[src/logic/sq_pkg.sv]
package sq_pkg;

    // Function code: bit 2 marks the unsigned variants, bits 1:0 give the size
    typedef logic [2:0] mem_func_t;
    typedef logic [1:0] mem_size_t;

    typedef logic [31:0] addr_t;
    typedef logic [31:0] data_t;

    // Queue index, enough for up to 16 slots
    typedef logic [3:0] sq_idx_t;

    localparam mem_size_t size_byte = 2'd0;
    localparam mem_size_t size_half = 2'd1;
    localparam mem_size_t size_word = 2'd2;

    localparam mem_func_t mem_byte  = 3'b000;
    localparam mem_func_t mem_half  = 3'b001;
    localparam mem_func_t mem_word  = 3'b010;
    localparam mem_func_t mem_byteu = 3'b100;
    localparam mem_func_t mem_halfu = 3'b101;

    // Depth of the data cache array in words
    localparam int dcache_words = 256;

    // One data word seen as byte lanes or as half lanes
    typedef union packed {
        logic [3:0][7:0]  bytes;
        logic [1:0][15:0] halves;
    } mem_word_u;

    function automatic mem_size_t func_size(mem_func_t func);
        return func[1:0];
    endfunction

    // Circular index step, slots is the physical queue length
    function automatic sq_idx_t sq_wrap(sq_idx_t base, int unsigned step, int unsigned slots);
        int unsigned sum;
        sum = base + step;
        if (sum >= slots)
            sum = sum - slots;
        return sq_idx_t'(sum);
    endfunction

    // Places the low bytes of data into the lanes that offset and size select
    function automatic data_t lane_merge(data_t base, data_t data, logic [1:0] offset,
                                         mem_size_t size);
        mem_word_u merged;
        mem_word_u src;
        merged = base;
        src = data;
        case (size)
            size_byte: merged.bytes[offset] = src.bytes[0];
            size_half: merged.halves[offset[1]] = src.halves[0];
            default:   merged = src;
        endcase
        return merged;
    endfunction

endpackage

[src/logic/store_queue.sv]
module store_queue
    import sq_pkg::*;
#(
    parameter int sq_len         = 8,
    parameter int dispatch_width = 2,
    parameter int store_ports    = 2,
    parameter int drain_width    = 2,
    localparam int slots         = sq_len + 1,
    localparam int sent_w        = $clog2(drain_width + 1)
) (
    input  logic                           clock,
    input  logic                           reset,
    input  logic      [dispatch_width-1:0] alloc_valid,
    input  mem_func_t [dispatch_width-1:0] alloc_func,
    input  logic      [store_ports-1:0]    exec_valid,
    input  addr_t     [store_ports-1:0]    exec_base,
    input  logic      [store_ports-1:0][11:0] exec_imm,
    input  data_t     [store_ports-1:0]    exec_data,
    input  sq_idx_t   [store_ports-1:0]    exec_idx,
    input  sq_idx_t                        pending_commits,
    input  logic      [drain_width-1:0]    wr_accept,
    output logic                           almost_full,
    output sq_idx_t                        head,
    output sq_idx_t                        tail,
    output sq_idx_t                        tail_ready,
    output logic      [sent_w-1:0]         sent_count,
    output logic      [drain_width-1:0]    wr_valid,
    output addr_t     [drain_width-1:0]    wr_addr,
    output mem_func_t [drain_width-1:0]    wr_func,
    output data_t     [drain_width-1:0]    wr_data,
    output logic      [slots-1:0]          entry_valid,
    output logic      [slots-1:0]          entry_ready,
    output addr_t     [slots-1:0]          entry_addr,
    output data_t     [slots-1:0]          entry_data,
    output mem_func_t [slots-1:0]          entry_func
);

    sq_idx_t size;
    logic [slots-1:0] entry_accepted;

    // Execute results, one cycle behind the ports
    logic    [store_ports-1:0] fill_valid;
    addr_t   [store_ports-1:0] fill_addr;
    data_t   [store_ports-1:0] fill_data;
    sq_idx_t [store_ports-1:0] fill_idx;

    sq_idx_t next_head;
    sq_idx_t next_tail;
    sq_idx_t next_size;
    logic      [slots-1:0] next_valid;
    logic      [slots-1:0] next_ready;
    logic      [slots-1:0] next_accepted;
    addr_t     [slots-1:0] next_addr;
    data_t     [slots-1:0] next_data;
    mem_func_t [slots-1:0] next_func;

    // Keeps room for a full dispatch group
    assign almost_full = int'(size) > sq_len - dispatch_width;

    always_ff @(posedge clock) begin
        if (reset) begin
            fill_valid <= '0;
        end else begin
            fill_valid <= exec_valid;
        end
    end

    always_ff @(posedge clock) begin
        for (int p = 0; p < store_ports; p++) begin
            fill_addr[p] <= exec_base[p] + {{20{exec_imm[p][11]}}, exec_imm[p]};
            fill_data[p] <= exec_data[p];
            fill_idx[p]  <= exec_idx[p];
        end
    end

    // Offer committed ready stores from head, stopping at the first gap
    always_comb begin
        sq_idx_t idx;
        logic chain;
        wr_valid = '0;
        wr_addr  = '0;
        wr_func  = '0;
        wr_data  = '0;
        chain    = 1'b1;
        for (int i = 0; i < drain_width; i++) begin
            idx = sq_wrap(head, i, slots);
            chain = chain && (i < int'(pending_commits)) && entry_valid[idx]
                    && entry_ready[idx] && !entry_accepted[idx];
            wr_valid[i] = chain;
            wr_addr[i]  = entry_addr[idx];
            wr_func[i]  = entry_func[idx];
            wr_data[i]  = entry_data[idx];
        end
    end

    always_comb begin
        sq_idx_t idx;
        logic stop;
        next_head     = head;
        next_tail     = tail;
        next_size     = size;
        next_valid    = entry_valid;
        next_ready    = entry_ready;
        next_accepted = entry_accepted;
        next_addr     = entry_addr;
        next_data     = entry_data;
        next_func     = entry_func;
        sent_count    = '0;

        // Allocation in lane order at tail
        if (!almost_full) begin
            for (int i = 0; i < dispatch_width; i++) begin
                if (alloc_valid[i]) begin
                    next_valid[next_tail]    = 1'b1;
                    next_ready[next_tail]    = 1'b0;
                    next_accepted[next_tail] = 1'b0;
                    next_addr[next_tail]     = '0;
                    next_data[next_tail]     = '0;
                    next_func[next_tail]     = alloc_func[i];
                    next_tail = sq_wrap(next_tail, 1, slots);
                    next_size = next_size + 1'b1;
                end
            end
        end

        for (int p = 0; p < store_ports; p++) begin
            if (fill_valid[p]) begin
                next_ready[fill_idx[p]] = 1'b1;
                next_addr[fill_idx[p]]  = fill_addr[p];
                next_data[fill_idx[p]]  = fill_data[p];
            end
        end

        // Retire in order; an accept behind a refused lane is only remembered
        stop = 1'b0;
        for (int i = 0; i < drain_width; i++) begin
            idx = sq_wrap(head, i, slots);
            if (wr_accept[i] || (entry_valid[idx] && entry_accepted[idx])) begin
                if (stop) begin
                    next_accepted[idx] = 1'b1;
                end else begin
                    next_valid[idx]    = 1'b0;
                    next_ready[idx]    = 1'b0;
                    next_accepted[idx] = 1'b0;
                    next_head  = sq_wrap(next_head, 1, slots);
                    next_size  = next_size - 1'b1;
                    sent_count = sent_count + 1'b1;
                end
            end else begin
                stop = 1'b1;
            end
        end
    end

    always_ff @(posedge clock) begin
        if (reset) begin
            head           <= '0;
            tail           <= '0;
            size           <= '0;
            entry_valid    <= '0;
            entry_ready    <= '0;
            entry_accepted <= '0;
            entry_addr     <= '0;
            entry_data     <= '0;
            entry_func     <= '0;
        end else begin
            head           <= next_head;
            tail           <= next_tail;
            size           <= next_size;
            entry_valid    <= next_valid;
            entry_ready    <= next_ready;
            entry_accepted <= next_accepted;
            entry_addr     <= next_addr;
            entry_data     <= next_data;
            entry_func     <= next_func;
        end
    end

    // End of the ready run starting at head
    always_comb begin
        sq_idx_t idx;
        logic run;
        int unsigned count;
        run   = 1'b1;
        count = 0;
        for (int i = 0; i < sq_len; i++) begin
            idx = sq_wrap(head, i, slots);
            run = run && entry_valid[idx] && entry_ready[idx];
            if (run) begin
                count = count + 1;
            end
        end
        tail_ready = sq_wrap(head, count, slots);
    end

endmodule

[config.mk]
export PLATFORM = sky130hd
export DESIGN_NAME = store_queue
export DESIGN_NICKNAME = d
export VERILOG_FILES = /design/src/logic/sq_pkg.sv /design/src/logic/store_queue.sv
export SDC_FILE = /design/constraint.sdc
export NUM_CORES = 2
export LEC_CHECK = 0
export ABC_AREA = 1
export BUFFER_PORTS_ARGS = -buffer_cell sky130_fd_sc_hd__buf_2
export CELL_PAD_IN_SITES_DETAIL_PLACEMENT = 1
export CELL_PAD_IN_SITES_GLOBAL_PLACEMENT = 2
export CORE_ASPECT_RATIO = 1.25
export CORE_MARGIN = 2
export CORE_UTILIZATION = 34
export DETAILED_ROUTE_END_ITERATION = 10
export PLACE_DENSITY = 0.93
export SLEW_MARGIN = 20
export SYNTH_ARGS = -nofsm -noshare
export SYNTH_HDL_FRONTEND = slang
export SYNTH_SLANG_ARGS = --single-unit
[constraint.sdc]
create_clock -name clock -period 14 [get_ports clock]
set_clock_uncertainty 0.05 [all_clocks]
set_input_delay 2.8 -clock clock [delete_from_list [all_inputs] [get_ports clock]]
set_output_delay 2.8 -clock clock [all_outputs]
set_load 0.005 [all_outputs]
==> results.toml <==
[global_route]
grt_pass1_vias = 57540
grt_max_degree = 189
grt_first_pass_wirelength_mm = 413.2
grt-ovfl-total = 0
grt_usage = 0.4008
grt_antenna_before_repair = 25

[clock_tree]
clockRootBuffer = "clkbuf_16"
cts_resized = 0
cts.clk_slew.worst_paths_ns = 0.06
numClockSinks = 780
postCtsSetupBuffers = 0
cts_tree = "done"
numCtsBuffers = 88
clockBufferDepth = 3
htree_num_levels = 3
insertion_delay_ns = 0.75
ctsHoldBuffers = 0

[floorplanning]
start_util = 0.3415
dieArea_um2 = 138800
row_count = 151
die_y_um = 416.1
ioPinCount = 950
core_um2 = 135300
die_w_um = 333.7

[timing]
setup_viol = 0
period_share = 0.8831
min_period_ns = 12.36
worst_pin_slew_ns = 1.260
relSlewSlack = 0.1598
slew_viol_final = 0
fmax_mhz = 80.88
finalHoldViolCount = 0
fin_tns_setup_ns = 0
rsz0062_at_grt = "false"

[setup_path]
slowest_delay_ns = 0.84
crit_top_cell = "nand2_1"
cp_slowest_cell = "ha_1"
cp-end-kind = "primary output"
path_class = "flop to primary output"
cp_data_arrival_time_ns = 9.51
reg2reg_depth = 24
required_ns = 11.15
critPathLaunchType = "flop"
reg2reg_slack_ns = 6.70
cp_max_fo = 40
reg2reg_to = "head[2]"
r2r_start = "head[1]"

[worst_hold_path]
holdPathEnd = "entry_accepted[3]"
hp-class = "flop to flop"
worstHoldPathCells = 2
worst_hold_startpoint = "entry_accepted[3]"

[yosys]
synth-seq-cells = 780
ys_top_cells_by_area = "dfxtp_1, a221oi_1, nand3_1"
ys_seq_area_frac = 0.3381
synth.distinct_cells = 56
synth_fa_ha_area_frac = 0.03164
yosysTopAreaCellShare = 0.3381
synth_edf_count = 0
netlist_area_um2 = 46190
synth_compound_area_frac = 0.3502
synth_mux_area_frac = 0
synth_xor_area_frac = 0.01891
synth_nets = 6487
synth_area_leader_cell = "dfxtp_1"
synthFlopType = "dfxtp_1"
yosys.area_share.simple = 0.1548
synth_cells = 6194
synth_top_family_by_area = "compound AO/OA/AOI/OAI gates"
syn_area_per_cell_um2 = 7.457
async_flop_share = 0
ys_warn_count = 0

[layout]
layout-drive-gt1-share = 0.1964
area_delta_synth_final_pct = 19.11
num-fill-cells = 16820
layout.nets = 7013

[route]
via_per_inst = 6.809
wirelength_mm = 293.0
wire_per_inst_um = 34.22
num_vias = 58290
detail-route-antenna-nets = 0
drt_iter0_drc = 7128
drcViolationCount = 0
drtPass1Iterations = 8

[power]
power-per-cell-area_nw_per_um2 = 179.6
leakage_nw = 21.38
peakVddDrop_mv = 0.1987
fin_total_pwr_mw = 9.881

[placement]
placement.io_buffers = 949
place_congestion = 0.9573
hpwlAfterDp_mm = 194.6

[flow_run]
maxCapViolations = 0

[run_status]
outcome = "finished clean"
[worst max-delay path, delay by kind of cell, from the launching register on]
family | cells | cell delay (ns)
buffers and inverters | 10 | 1.70
xor gates and xnor gates | 2 | 0.52
AOI/OAI and AO/OA | 2 | 0.28
adders and majority gates | 8 | 3.01
DFF | 1 | 0.30
and+or+nand+nor | 26 | 3.00
[cell usage in the layout, fill, tap and decap left out, types with 5 or more instances in the layout]
master,Yosys,routed
buf_2,6,948
dfxtp_1,780,780
nand2_1,689,682
nand3_1,591,590
a21oi_1,588,588
inv_1,598,586
a221oi_1,460,460
o221ai_1,296,296
a22oi_1,271,271
o21ai_0,242,242
o211ai_1,182,182
nor2_1,160,145
a31oi_1,130,130
ha_1,112,112
a211oi_1,111,111
clkbuf_16,0,90
buf_4,4,88
clkinv_1,71,71
xor2_1,70,70
nand2_2,30,30
nor2_4,10,27
xnor2_1,26,26
nand4_1,26,26
clkinv_2,0,25
nor3_1,21,21
clkbuf_8,0,18
inv_2,22,16
o21ai_1,22,15
nand2_4,7,14
clkbuf_1,491,14
diode_2,0,10
inv_4,0,10
bufinv_16,0,10
o21ai_4,1,8
nor4_1,8,8
o21ai_2,6,6
or2_2,6,6
inv_6,0,5
nand3_2,5,5
o21a_1,5,5
[where the power goes]
group / switching, mW / internal, mW / total, mW / leakage [nW]
registers: 0.238 / 2.37 / 2.61 / 6.36
clock network: 1.09 / 1.46 / 2.56 / 1.52
logic: 3.75 / 0.967 / 4.72 / 13.5
[cell usage after synthesis (3+ instances only)]
cell / number
buf_4: 4
dfxtp_1: 780
clkinv_1: 71
o211ai_1: 182
buf_1: 102
o21bai_1: 4
a22oi_1: 271
ha_1: 112
inv_1: 598
o21a_1: 5
clkbuf_1: 491
buf_2: 6
nor2_1: 160
fa_1: 3
nor2_2: 5
o21ai_2: 6
nor4_1: 8
a21oi_1: 588
a31oi_1: 130
nand2_2: 30
nand2_1: 689
xor2_1: 70
o21ai_0: 242
xnor2_1: 26
o311ai_0: 4
a221oi_1: 460
o221ai_1: 296
nand3b_1: 3
nand3_1: 591
nand3_4: 3
o21ai_1: 22
nand4_1: 26
inv_2: 22
nor2_4: 10
nand2_4: 7
nand3_2: 5
a211oi_1: 111
nor3_1: 21
or2_2: 6
[logic make-up (layout without fill, tap and decap cells)]
kind of cell	count (synthesis)	in the layout
compound gates	2331	2331
simple gates	1573	1573
buf+inv	1297	1895
flops	780	780
fa+ha+maj	115	115
xor+xnor	98	98
other cells	0	10
[registers in the layout (all words and copies together), names as in the netlist]
signal	cells
fill_valid	2
entry_ready	9
entry_valid	9
fill_idx	8
entry_data	288
fill_data	64
entry_func	27
head	4
size	4
entry_addr	288
entry_accepted	9
tail	4
fill_addr	64
[how the worst max path moves through the flow]
stage	startpoint	to
5_1_grt	head[1]	tail_ready[1]
2_1_floorplan	head[1]	tail_ready[2]
4_1_cts	head[1]	tail_ready[1]
3_5_place_dp	head[1]	tail_ready[1]
3_3_place_gp	head[0]	tail_ready[3]
6_report	head[1]	tail_ready[1]
[per-layer routing]
| metal | wire length [µm] | vias to the layer above | GRT usage |
|---|---|---|---|
| met5 | 168 | - | 0 |
| met4 | 27400 | 20 | 0.3197 |
| met3 | 36150 | 1338 | 0.1387 |
| met2 | 126100 | 4314 | 0.6130 |
| met1 | 103200 | 28680 | 0.4537 |
| li1 | - | 23940 | - |
[per-stage QoR]
step             util  area, µm²  instances  hold slack (ns)  worst slack (ns)
4_1_cts        0.4063      54960       8550           0.4353             1.570
3_3_place_gp   0.3833      51850       8387           0.4157             2.513
5_1_grt        0.4066      55000       8554           0.4508            0.7566
3_5_place_dp   0.3835      51880       8388           0.4276             2.347
2_1_floorplan       -      46190       6194           0.4047             4.068
6_report       0.4067      55020       8561           0.4365             1.636
[layout make-up]
cell class / instances / area (µm²) / area share
antenna: 10 / 25.02 / 0.0004548
clock buffer: 122 / 2552 / 0.04639
clock inverter: 40 / 530.5 / 0.009642
inverter: 691 / 2644 / 0.04805
multi-input combinational: 4117 / 25920 / 0.4712
sequential: 780 / 15620 / 0.2838
tap: 1759 / 2201 / 0.04000
timing repair buffer: 1042 / 5527 / 0.1004
Note: power is estimated with default switching activity, not from simulation.
