### src/logic/commit_tracker.sv
module commit_tracker #(
    parameter int drain_width = 2,
    localparam int count_w    = 4,
    localparam int sent_w     = $clog2(drain_width + 1)
) (
    input  logic               clock,
    input  logic               reset,
    input  logic [count_w-1:0] commit_count,
    input  logic [sent_w-1:0]  sent_count,
    output logic [count_w-1:0] pending_commits
);

    logic [count_w-1:0] next_pending;

    // Committed stores arrive from the ROB, drained ones leave through the queue
    always_comb begin
        next_pending = pending_commits + commit_count;
        next_pending = next_pending - sent_count;
    end

    always_ff @(posedge clock) begin
        if (reset) begin
            pending_commits <= '0;
        end else begin
            pending_commits <= next_pending;
        end
    end

endmodule

### config.mk
export PLATFORM = sky130hd
export DESIGN_NAME = commit_tracker
export DESIGN_NICKNAME = d
export VERILOG_FILES = /design/src/logic/commit_tracker.sv
export SDC_FILE = /design/constraint.sdc
export NUM_CORES = 1
export LEC_CHECK = 0
export ABC_AREA = 0
export BUFFER_PORTS_ARGS = -buffer_cell sky130_fd_sc_hd__buf_2
export CAP_MARGIN = 20
export CORE_AREA = 2 2 39 41
export DETAILED_ROUTE_END_ITERATION = 10
export DIE_AREA = 0 0 41 43
export PLACE_DENSITY_LB_ADDON = 0.15
export SKIP_LAST_GASP = 1
export SLEW_MARGIN = 20
export SYNTH_ARGS = -nofsm -noshare
export SYNTH_HDL_FRONTEND = slang
export SYNTH_SLANG_ARGS = --single-unit
### constraint.sdc
create_clock -name clock -period 1.4 [get_ports clock]
set_input_delay 0.07 -clock clock [delete_from_list [all_inputs] [get_ports clock]]
set_output_delay 0.07 -clock clock [all_outputs]
set_load 0.02 [all_outputs]
==> results of run 1 <==
[worst paths after layout]
kind	startpoint	end	slack [ns]	cells past startpoint
worst max-delay path	pending_commits[1]	pending_commits[1]	-0.28	5
worst min register to register	pending_commits[0]	pending_commits[1]	0.78	4
worst min-delay path	reset	pending_commits[0]	0.06	2
worst max register to register	pending_commits[1]	pending_commits[1]	-0.28	5
[synthesized netlist by cell type]
library cell and instances:
sky130_fd_sc_hd__ha_1 5, sky130_fd_sc_hd__inv_1 11, sky130_fd_sc_hd__a21oi_1 2, sky130_fd_sc_hd__fa_1 2, sky130_fd_sc_hd__xnor3_1 1, sky130_fd_sc_hd__nand3_1 1, sky130_fd_sc_hd__nor2_1 2, sky130_fd_sc_hd__nor2b_1 1
sky130_fd_sc_hd__and3_1 1, sky130_fd_sc_hd__dfxtp_1 4, sky130_fd_sc_hd__nor3_2 1, sky130_fd_sc_hd__xor2_1 1
[logic make-up (layout without fill, tap and decap cells)]
| family | Yosys count | count (layout) | synth area share [%] |
|---|---|---|---|
| AND/OR/NAND/NOR | 6 | 6 | 11.7 |
| adder cells (fa/ha/maj) | 7 | 7 | 34.2 |
| flip-flops | 4 | 4 | 26.7 |
| buffers and inverters | 11 | 29 | 13.8 |
| XOR/XNOR | 2 | 2 | 10.4 |
| AO/OA/AOI/OAI | 2 | 2 | 3.33 |
[metal layers]
layer	global-route usage [%]	share of wire [%]	vias up
met2	14.7	55	10
met5	0	0	-
met1	7.44	33	124
li1	-	-	133
met3	6.28	10	2
met4	6.00	1.6	0
[layout make-up]
class / instances / area, um^2 / area share, %
timing repair buffer: 15 / 85.1 / 17.0
multi-input combinational: 17 / 244 / 48.8
sequential: 4 / 87.6 / 17.5
clock buffer: 3 / 22.5 / 4.50
inverter: 11 / 41.3 / 8.25
tap: 16 / 20.0 / 4.00
[worst max-delay path, delay by kind of cell (launching register included)]
family | cells | cell delay, ns
and+or+nand+nor | 1 | 0.04
adders and majority gates | 2 | 1.00
DFF | 1 | 0.34
buffers and inverters | 2 | 0.19
[power breakdown]
group	total (mW)	switching [mW]	internal (mW)	leakage, nW
logic	0.613	0.298	0.315	0.198
clock network	0.143	0.0475	0.0959	0.0138
registers	0.186	0.0221	0.164	0.0345
[stage by stage]
step	TNS (ns)	hold slack [ns]	total power, mW	instance area, um^2	util (%)
floorplan	-0.602	0.127	0.530	325	-
global placement	-0.569	0.294	0.644	415	30.0
detailed placement	-0.620	0.297	0.662	415	30.0
CTS	-0.552	0.0441	0.829	458	33.1
global route	-0.917	0.0753	1.03	500	36.2
finish	-0.788	0.0602	0.943	500	36.2
[what timing repair did]
item	in CTS	in global routing
endpoints found under the setup margin	3	3
gates resized for setup	1	7
buffers inserted	1	1
pin swaps	5	6
==> run summary, run 1 <==
The run finished, with violations left. The checks that failed: negative setup slack. In the finished design, the share of the clock period the worst path needs comes to 120%. Fill cells in the final layout number 154. The maximum VDD drop is 0.000611 V. The number of synthesis warnings was 0; the clock-pin slew on the worst setup and hold paths was 0.04 ns.

The count of cells in the finished layout, fillers not included, comes to 66. Power per standard cell area: 1880 mW/mm^2. The path class of the tightest hold or removal check is input port to flip-flop. Dividing the synthesized area by the synthesized cell count gives 9.38 um^2.

In the final layout, the registers with the most flip-flops are pending_commits: 4 flops. The worst slew margin relative to its limit is 91.3%. The final count of pins violating max slew was 0; the total leakage power was 0.246 nW. The synthesized design spends more area on one cell type than any other, namely sky130_fd_sc_hd__dfxtp_1. Leaving out fill and tap cells, the most frequent cells in the layout are 11 x sky130_fd_sc_hd__buf_2, 7 x sky130_fd_sc_hd__inv_1, 4 x sky130_fd_sc_hd__inv_2, 4 x sky130_fd_sc_hd__buf_4, 3 x sky130_fd_sc_hd__clkbuf_4. For this run, the slowest stage of the critical path takes 0.51 ns. For the source-to-sink clock delay at the later pin of the worst-skew pair, the log shows 0.23 ns. The run gives 47 as the synthesized net count. Hold repair after CTS inserted 0 buffers.

For this block, the routed nets add up to 607 um of wire. The path type of the worst setup path is flip-flop to flip-flop. The width of the die came out at 41 um.

For the via count of the first global-routing pass, the log shows 290. The slowest stage of the critical path belongs to the cell sky130_fd_sc_hd__fa_2. The worst setup path is captured at a flip-flop. The detailed router placed 269 vias in this run. Clock period minus worst slack: 1.68 ns. Maximum fanout along the worst path: 2. In the final layout, the share of cells above drive strength 1 is 68.0%. For this configuration, the core starts out at a cell density of 21.7%. Data arrives at the worst endpoint at 1.81 ns. Summing the sequential cell areas from Yosys gives 26.7% of the chip area.

The clock passes through at most 2 buffers. TritonCTS built the clock tree. Max-cap violations in this run came to 0. The register bit count reported by yosys is 4.

The data required time of the critical path is 1.52 ns, and the average routed wire per standard cell is 9.20 um. The count of nets left with antenna violations once routing finished came out at 0. The count of placed standard cells including taps came out at 61. More flip-flops sit in one register than any other, and that register is pending_commits.

The maximum operating frequency is 595 MHz, and the floorplan die area is 0.00176 mm^2. Number of endpoints with negative hold slack in the final report: 0. The library cell used most frequently in the layout, excluding fill and tap cells, is sky130_fd_sc_hd__buf_2. The CTS H-tree depth is 1, and the number of I/O port buffers is 11. In the routed design, unresolved DRC markers number 0. The tools report the final RePlAce weighted congestion as 0.662. The distinct cell type count of the synthesized netlist came out at 12.

The net total in the final layout is 67, and the area share of the largest cell type after synthesis is 26.7%. The tools report the post-synthesis cell area as 300 um^2. The aggregate global-route resource usage was 9.15%; the flip-flop count of the largest register, all copies and words added was 4. I/O pin count: 12. By area the synthesized netlist is led by sky130_fd_sc_hd__dfxtp_1 27%, sky130_fd_sc_hd__ha_1 21%, sky130_fd_sc_hd__inv_1 14%.

Clock skew on the completed layout was measured at 0.00299 ns. The logs give 1 for the detailed-routing iteration count for the pre-antenna-repair pass and 0 for the initial antenna violation count. Setup repair after global routing could not meet its margin everywhere. Setup violations remaining at the end of the flow were counted as 3. Entering global routing, the biggest net connects 5 pins. The signal on the critical path passes through inv_2, fa_1, buf_4, fa_2, nor2_1.

Measured along the y axis, the die boundary spans 43 um. The smallest setup slack after layout was -0.282 ns; the final global-route overflow total was 0. The logs give 0 for the initial detailed-routing violation count and 486 um for the HPWL reported at the end of detailed placement. The core region is 0.00138 mm^2. The area growth from synthesis to layout is 66.7%. The CTS sink count is 4, and the worst slack at placement is -0.264 ns. The startpoint type of the worst setup path is a flip-flop. The first global-routing pass estimated 1020 um of wire.

The root buffer selected by CTS is sky130_fd_sc_hd__clkbuf_4. 0 antenna diodes ended up in the layout. The cell count after synthesis came out at 32. The tools report the number of clock buffers inserted by TritonCTS as 3.

For the pin with the worst max-slew slack, the measured transition is 0.130 ns. The tools report the number of core rows as 14. The post-detailed-route via-to-cell ratio is 4.08.
Power figures use the tool's default switching activity.
==> inputs of run 2 (changes only) <==
--- a/config.mk
+++ b/config.mk
@@ -6,6 +6,7 @@
 export NUM_CORES = 1
 export LEC_CHECK = 0
 export ABC_AREA = 0
+export ABC_CLOCK_PERIOD_IN_PS = 2100
 export BUFFER_PORTS_ARGS = -buffer_cell sky130_fd_sc_hd__buf_2
 export CAP_MARGIN = 20
 export CORE_AREA = 2 2 39 41
==> constraint.sdc (replaced) <==
create_clock -name clock -period 2.1 [get_ports clock]
set_input_delay 0.105 -clock clock [delete_from_list [all_inputs] [get_ports clock]]
set_output_delay 0.105 -clock clock [all_outputs]
set_load 0.02 [all_outputs]
==> run 2 against run 1 <==
  * The run now ends clean
  * Cell count decreased by 6.1%
  * Design area is 20% lower
  * Clock skew decreased by 0.00076 ns
  * Register-to-register slack better by 0.73 ns
  * Critical endpoint is now pending_commits[3]
==> run summary, run 2 (synthesis gave the netlist of run 1 again) <==
The run finished with clean final reports. The share of final-layout standard cells stronger than drive strength 1 is 32.6% (-35 points). The run gives 1.79 ns (-0.02 ns) as the endpoint arrival time on the critical path.

Starting density of the core: 21.7% (unchanged). The total via count after detailed routing is 232 (-14%). The number of fill cells in the layout was 146 (-5.2%).

The final count of pins violating max slew was 0 (unchanged); the aggregate global-route resource usage was 7.75% (-1.4 points). By instance count, the cell type seen most on the critical path is sky130_fd_sc_hd__inv_1. For the initial antenna violation count, the log shows 0 (unchanged). The setup TNS is 0 ns (+0.788 ns). The tools report the beginning of the worst register-to-register path as pending_commits[1].

The root buffer cell chosen for the clock tree is sky130_fd_sc_hd__clkbuf_4. The number of I/O port buffers was 11 (unchanged); the clock period minus worst slack was 1.66 ns (-0.0250 ns). The maximum VDD drop is 0.000558 V (-8.6%). STA classifies the critical path endpoint as a flip-flop. Quantity of gates resized following cts: 0 (-1). The number of endpoints with negative hold slack in the final report came out at 0 (unchanged). The tools report the largest clock skew in the final design as 0.00223 ns (-0.000763 ns). The path type of the worst setup path is flip-flop to flip-flop. For the detailed-routing iteration count for the pre-antenna-repair pass, the log shows 2 (+1). The global-route wire length before repair is 834 um (-18%), and the maximum single-stage delay on the critical path is 0.54 ns (+0.03 ns). More flip-flops sit in one register than any other, and that register is pending_commits.

The tools report the CTS sink count as 4 (unchanged). Worst slew margin relative to its limit: 89.6% (-1.6 points). The post-detailed-route via-to-cell ratio is 3.74 (-8.2%), and the core region area is 0.00138 mm^2 (unchanged). The logs give 472 um (-22%) for the wire length reported by the detailed router and 7 (+7) for the initial detailed-routing violation count.

In the layout the commonest cells are 11 x sky130_fd_sc_hd__inv_1, 11 x sky130_fd_sc_hd__buf_2, 5 x sky130_fd_sc_hd__ha_1. The tools report the total leakage power as 0.227 nW (-7.5%). The total inserted antenna cells is 0 (unchanged).

Tracing the worst setup path back leads to its startpoint at pending_commits[1]. The height of the die is 43 um (unchanged). The slew at the pin closest to its max-slew limit is 0.156 ns (+0.0252 ns), and the via count of the first global-routing pass is 238 (-18%). The maximum number of buffers from clock root to sink was 2 (unchanged).

The startpoint identified for the worst hold timing path is reset. The post-CTS repair timing setup buffer count is 0 (-1), and the power per standard cell area is 1180 mW/mm^2 (-37%). The width of the die came out at 41 um (unchanged).

Core utilization of the finished layout: 28.8% (-7.4 points). Startpoint type of the worst setup path: a flip-flop. The critical path goes through inv_1, fa_1, inv_1, ha_1, nand3_1, and3_1, nor3_2. Library cell contributing the largest single delay on the critical path: sky130_fd_sc_hd__fa_1. The number of setup violations in the final report is 0 (-3), and the number of core rows is 14 (unchanged). The flip-flop count of the largest register, all copies and words added is 4 (unchanged), and the number of nets still failing antenna checks after routing is 0 (unchanged). TritonCTS built the clock tree. The run gives 0 (unchanged) as the hold buffer count at CTS. The min-delay analysis places its worst path in the category input port to flip-flop. The average routed wire per standard cell came out at 7.61 um (-17%).

For the reported max-cap violation count, the log shows 0 (unchanged). The maximum fanout along the worst path is 2 (unchanged). The post-route fraction of the period consumed by the critical path was 78.9% (-41 points). The run gives 0 (unchanged) as the residual DRC count. Final RePlAce weighted congestion: 0.662 (about the same).

The maximum operating frequency was 604 MHz (+1.5%); the net total in the final layout was 63 (-6.0%). Setup repair after global routing left no endpoint under its margin. The data required time of the critical path was 2.23 ns (+0.71 ns). The pin count of the biggest net entering global routing was 5 (unchanged). The run gives 404 um (-17%) as the HPWL reported at the end of detailed placement. The source-to-sink clock delay at the later pin of the worst-skew pair was 0.24 ns (about the same). The run gives 12 (unchanged) as the I/O pin count. The tools report the final total power as 469 uW (-50%). The floorplan die area came out at 0.00176 mm^2 (unchanged). The CTS H-tree depth came out at 1 (unchanged). Final global-route overflow total: 0 (unchanged). The area growth from synthesis to layout is 32.5%.

The clock-pin slew on the worst setup and hold paths is 0.04 ns (about the same). Number of clock buffers inserted by TritonCTS: 3 (unchanged). The largest registers in the layout are pending_commits: 4 flops.
-- run 2: changes by cell type in the layout (fill, tap and decap cells not counted), moves of 4 or more --
| cell | change |
|---|---|
| sky130_fd_sc_hd__buf_4 | -4 |
| sky130_fd_sc_hd__ha_1 | +4 |
| sky130_fd_sc_hd__inv_2 | -4 |
| sky130_fd_sc_hd__inv_1 | +4 |
-- run 2: cell type report --
| cell class | instances | area [um^2] | area share, % |
|---|---|---|---|
| Multi-Input combinational cell | 17 | 179 | 45.0 |
| Clock buffer | 3 | 22.5 | 5.66 |
| Timing Repair Buffer | 11 | 55.1 | 13.8 |
| Tap cell | 16 | 20.0 | 5.03 |
| Inverter | 11 | 41.3 | 10.4 |
| Sequential cell | 4 | 80.1 | 20.1 |
-- run 2: final timing paths --
check                           slack, ns                  to  cells after the start
worst max register to register       0.44  pending_commits[3]                      7
worst min register to register       0.77  pending_commits[1]                      4
worst min-delay path                 0.08  pending_commits[1]                      2
worst max-delay path                 0.44  pending_commits[3]                      7
-- run 2: routing by layer --
layer / vias up / global-route usage, % / share of wire, %
met3: 0 / 7.85 / 14
met2: 12 / 9.69 / 43
li1: 124 / - / -
met1: 96 / 8.09 / 43
met4: 0 / 4.00 / 0
met5: - / 0 / 0
-- run 2: worst max-delay path, delay by kind of cell (launching register included) --
family / cells / cell delay, ns
simple gates: 3 / 0.31
fa+ha+maj: 2 / 0.82
buf+inv: 2 / 0.11
flops: 1 / 0.31
-- run 2: metrics by stage --
stage / cell area (um^2) / hold slack [ns] / setup slack, ns / std cells
2_1_floorplan: 300 / 0.172 / 0.360 / 32
3_3_place_gp: 375 / 0.336 / 0.443 / 59
3_5_place_dp: 375 / 0.332 / 0.437 / 59
4_1_cts: 398 / 0.0760 / 0.431 / 62
5_1_grt: 398 / 0.0996 / 0.274 / 62
6_report: 398 / 0.0789 / 0.443 / 62
-- run 2: power by group --
part / internal [mW] / switching, mW / total [mW]
Clock: 0.0641 / 0.0337 / 0.0978
Combinational: 0.117 / 0.137 / 0.254
Sequential: 0.104 / 0.0124 / 0.117
Total: 0.286 / 0.183 / 0.469
==> inputs of run 3 (changes only) <==
--- a/config.mk
+++ b/config.mk
@@ -6,7 +6,7 @@
 export NUM_CORES = 1
 export LEC_CHECK = 0
 export ABC_AREA = 0
-export ABC_CLOCK_PERIOD_IN_PS = 2100
+export ABC_CLOCK_PERIOD_IN_PS = 1500
 export BUFFER_PORTS_ARGS = -buffer_cell sky130_fd_sc_hd__buf_2
 export CAP_MARGIN = 20
 export CORE_AREA = 2 2 39 41
==> constraint.sdc (replaced) <==
create_clock -name clock -period 1.5 [get_ports clock]
set_input_delay 0.075 -clock clock [delete_from_list [all_inputs] [get_ports clock]]
set_output_delay 0.075 -clock clock [all_outputs]
set_load 0.02 [all_outputs]
==> run 3 against run 2 <==
  * The run now ends with negative setup slack left
  * Critical path type unchanged
  * Hold slack worse by 0.038 ns
  * Largest power group unchanged
  * Die area unchanged
  * Count of clock-buffer cells in the layout up 1
  * Largest cell class unchanged
==> run summary, run 3 (synthesis gave the netlist of run 1 again) <==
The run finished, with violations left. The final reports fail on negative setup slack. The run gives 22.2% (-2.7 points) as the part of the power in registers.

The worst setup path is launched from a flip-flop. For the CTS sink count, the log shows 4 (unchanged). Setup repair after global routing could not meet its margin everywhere.

The smallest setup slack after layout was -0.140 ns (-0.583 ns). The maximum single-stage delay on the critical path came out at 0.51 ns (-0.03 ns). The endpoint arrival time on the critical path came out at 1.78 ns (about the same). The number of setup violations in the final report came out at 3 (+3). The initial antenna violation count is 0 (unchanged), and the final design area excluding fillers is 449 um^2 (+13%). The worst hold path terminates at pending_commits[1]. The cell depth of the worst hold path is 2 (unchanged). The count of placed standard cells including taps was 61 (+3.4%). The relative area change from synthesis to final layout came out at 49.6%. The kind of cell with the highest combined delay along the critical path is adder cells. In this run the most critical hold path is launched from reset.

The logs give 14 (unchanged) for the number of core rows and 0 (-7) for the initial detailed-routing violation count. Worst reg2reg path endpoint: pending_commits[1]. Quantity of gates resized following cts: 0 (unchanged). Worst min-delay path category: input port to flip-flop. The residual DRC count was 0 (unchanged); the final count of pins violating max slew was 0 (unchanged). The data required time of the critical path is 1.64 ns (-0.59 ns).

The setup TNS was -0.384 ns (-0.384 ns); the reported max-cap violation count was 0 (unchanged). The worst slew margin relative to its limit was 90.7% (+1.1 points). The run gives 0 (unchanged) as the total inserted antenna cells. The source-to-sink clock delay at the later pin of the worst-skew pair was 0.25 ns (about the same); the slew at the pin closest to its max-slew limit was 0.139 ns (-0.0165 ns). The internal power component is 476 uW (+67%), and the power share of the clock group is 20.2% (-0.7 points). The logs give 266 (+15%) for the total via count after detailed routing and 780 uW (+66%) for the final total power.

The detailed-routing iteration count for the pre-antenna-repair pass was 1 (-1). The library cell used most frequently in the layout, excluding fill and tap cells, is sky130_fd_sc_hd__buf_2. The height of the die was 43 um (unchanged); the switching fraction of total power was 39.0% (about the same). The setup slack of the worst register-to-register path was -0.14 ns (-0.58 ns); the maximum number of buffers from clock root to sink was 2 (unchanged).

The clock period minus worst slack works out to 1.64 ns (-0.0171 ns). Path type of the worst setup path: flip-flop to flip-flop. The share of final-layout standard cells stronger than drive strength 1 came out at 56.0% (+23 points). The width of the die was 41 um (unchanged); the maximum VDD drop was 0.000415 V (-26%). The largest registers in the layout are pending_commits: 4 flops. Flip-flop count of the largest register, all copies and words added: 4 (unchanged). The area of placed instances is 415 um^2 (+11%), and the CTS H-tree depth is 1 (unchanged).

The maximum operating frequency is 610 MHz (+1.0%). For the I/O pin count, the log shows 12 (unchanged). The sum of buffers and inverters on the critical path came out at 2 (unchanged). The average routed wire per standard cell was 8.64 um (+13%). The total leakage power is 0.242 nW (+6.6%), and the number of I/O port buffers is 11 (unchanged). The number of fill cells in the layout was 166 (+14%).

The most flop-heavy register was pending_commits. Walking the worst path, the cells encountered are inv_2, fa_1, buf_4, fa_2, nor2_1. The number of clock buffers inserted by TritonCTS is 3 (unchanged). The beginning of the worst register-to-register path is pending_commits[1]. The non-filler instance count after layout is 66 (+6.5%).

For the wire length reported by the detailed router, the log shows 570 um (+21%). The number of endpoints with negative hold slack in the final report came out at 0 (unchanged). The tools report the met1 routed wirelength after detailed routing as 163 um (-19%).

The tools report the pin count of the biggest net entering global routing as 5 (unchanged). The tools report the via count of the first global-routing pass as 272 (+14%). The tools report the worst slack on hold paths as 0.0409 ns (-0.0379 ns). The final RePlAce weighted congestion is 0.652 (-1.5%), and the post-route fraction of the period consumed by the critical path is 109% (+30 points). The tools report the root buffer selected by CTS as sky130_fd_sc_hd__clkbuf_4. The critical path endpoint category was a flip-flop.

The core region area was 0.00138 mm^2 (unchanged); the global-route wire length before repair was 1010 um (+22%). The power per standard cell area was 1740 mW/mm^2 (+47%). The hold buffer count at CTS was 0 (unchanged).

The library cell contributing the largest single delay on the critical path was sky130_fd_sc_hd__fa_2. The core utilization of the finished layout is 32.5% (+3.7 points). The top cell types in the final layout, fill and taps aside, are 11 x sky130_fd_sc_hd__buf_2, 8 x sky130_fd_sc_hd__inv_1, 4 x sky130_fd_sc_hd__ha_1.

The depth of the worst register-to-register path is 5 (-2). The run gives 58 um (-12%) as the wire length on met3. The net total in the final layout is 66 (+4.8%). The tools report the final global-route overflow total as 0 (unchanged). Signal routing reaches up to met4. TritonCTS built the clock tree. The post-detailed-route via-to-cell ratio works out to 4.03 (+7.7%).

The run gives -0.165 ns (-0.602 ns) as the worst slack at placement. For the aggregate global-route resource usage, the log shows 9.86% (+2.1 points). The maximum fanout along the worst path was 2 (unchanged). The HPWL reported at the end of detailed placement is 494 um (+22%), and the floorplan die area is 0.00176 mm^2 (unchanged). The switching power total was 305 uW (+66%). The largest clock skew in the final design is 0.00867 ns (+0.00644 ns), and the fraction of power consumed by combinational cells is 57.6% (+3.4 points). Starting density of the core: 21.7% (unchanged). Detailed route wirelength on metal2: 322 um (+58%). The clock-pin slew on the worst setup and hold paths was 0.05 ns (about the same); the number of nets still failing antenna checks after routing was 0 (unchanged).
-- run 3: changes by cell type in the layout (fill, tap and decap cells not counted), moves of 2 or more --
cell / change
sky130_fd_sc_hd__a21oi_2: +2
sky130_fd_sc_hd__inv_2: +3
sky130_fd_sc_hd__dfxtp_4: +2
sky130_fd_sc_hd__inv_1: -3
sky130_fd_sc_hd__a21oi_1: -2
sky130_fd_sc_hd__buf_4: +3
sky130_fd_sc_hd__dfxtp_1: -2
-- run 3: how the worst max path moves through the flow --
stage	start	end	depth (start not counted)
after floorplan	pending_commits[1]	pending_commits[3]	7
after global placement	pending_commits[1]	pending_commits[3]	7
after detailed placement	pending_commits[1]	pending_commits[3]	7
after CTS	pending_commits[1]	pending_commits[1]	5
after global routing	pending_commits[1]	pending_commits[2]	6
final	pending_commits[1]	pending_commits[1]	5
-- run 3: cell type report --
type                       instances  area (um^2)  area share [%]
timing repair buffer              14         77.6            17.3
clock buffer                       4         26.3            5.85
inverter                          11         41.3            9.19
multi-input combinational         17          196            43.7
sequential                         4         87.6            19.5
tap                               16         20.0            4.46
-- run 3: power groups by stage --
stage | clock network, mW | logic (mW) | registers, mW
global route | 0.177 | 0.512 | 0.176
floorplan | 0 | 0.271 | 0.225
global placement | 0 | 0.426 | 0.174
CTS | 0.168 | 0.461 | 0.175
detailed placement | 0 | 0.443 | 0.176
finish | 0.158 | 0.450 | 0.173
-- run 3: worst register-to-register path, cell delays in order (launching register included) --
cell	delay, ns
sky130_fd_sc_hd__dfxtp_4	0.34
sky130_fd_sc_hd__inv_2	0.03
sky130_fd_sc_hd__fa_1	0.47
sky130_fd_sc_hd__buf_4	0.16
sky130_fd_sc_hd__fa_2	0.51
sky130_fd_sc_hd__nor2_1	0.04
-- run 3: per-layer routing --
metal | vias up | global-route usage [%]
met4 | 0 | 12.0
met5 | - | 0
met1 | 121 | 7.44
met2 | 10 | 15.0
met3 | 4 | 4.71
li1 | 131 | -
-- run 3: repair_timing --
item / CTS / global route
buffers inserted: 1 / 0
pin swaps: 3 / 1
setup endpoints to repair: 3 / 3
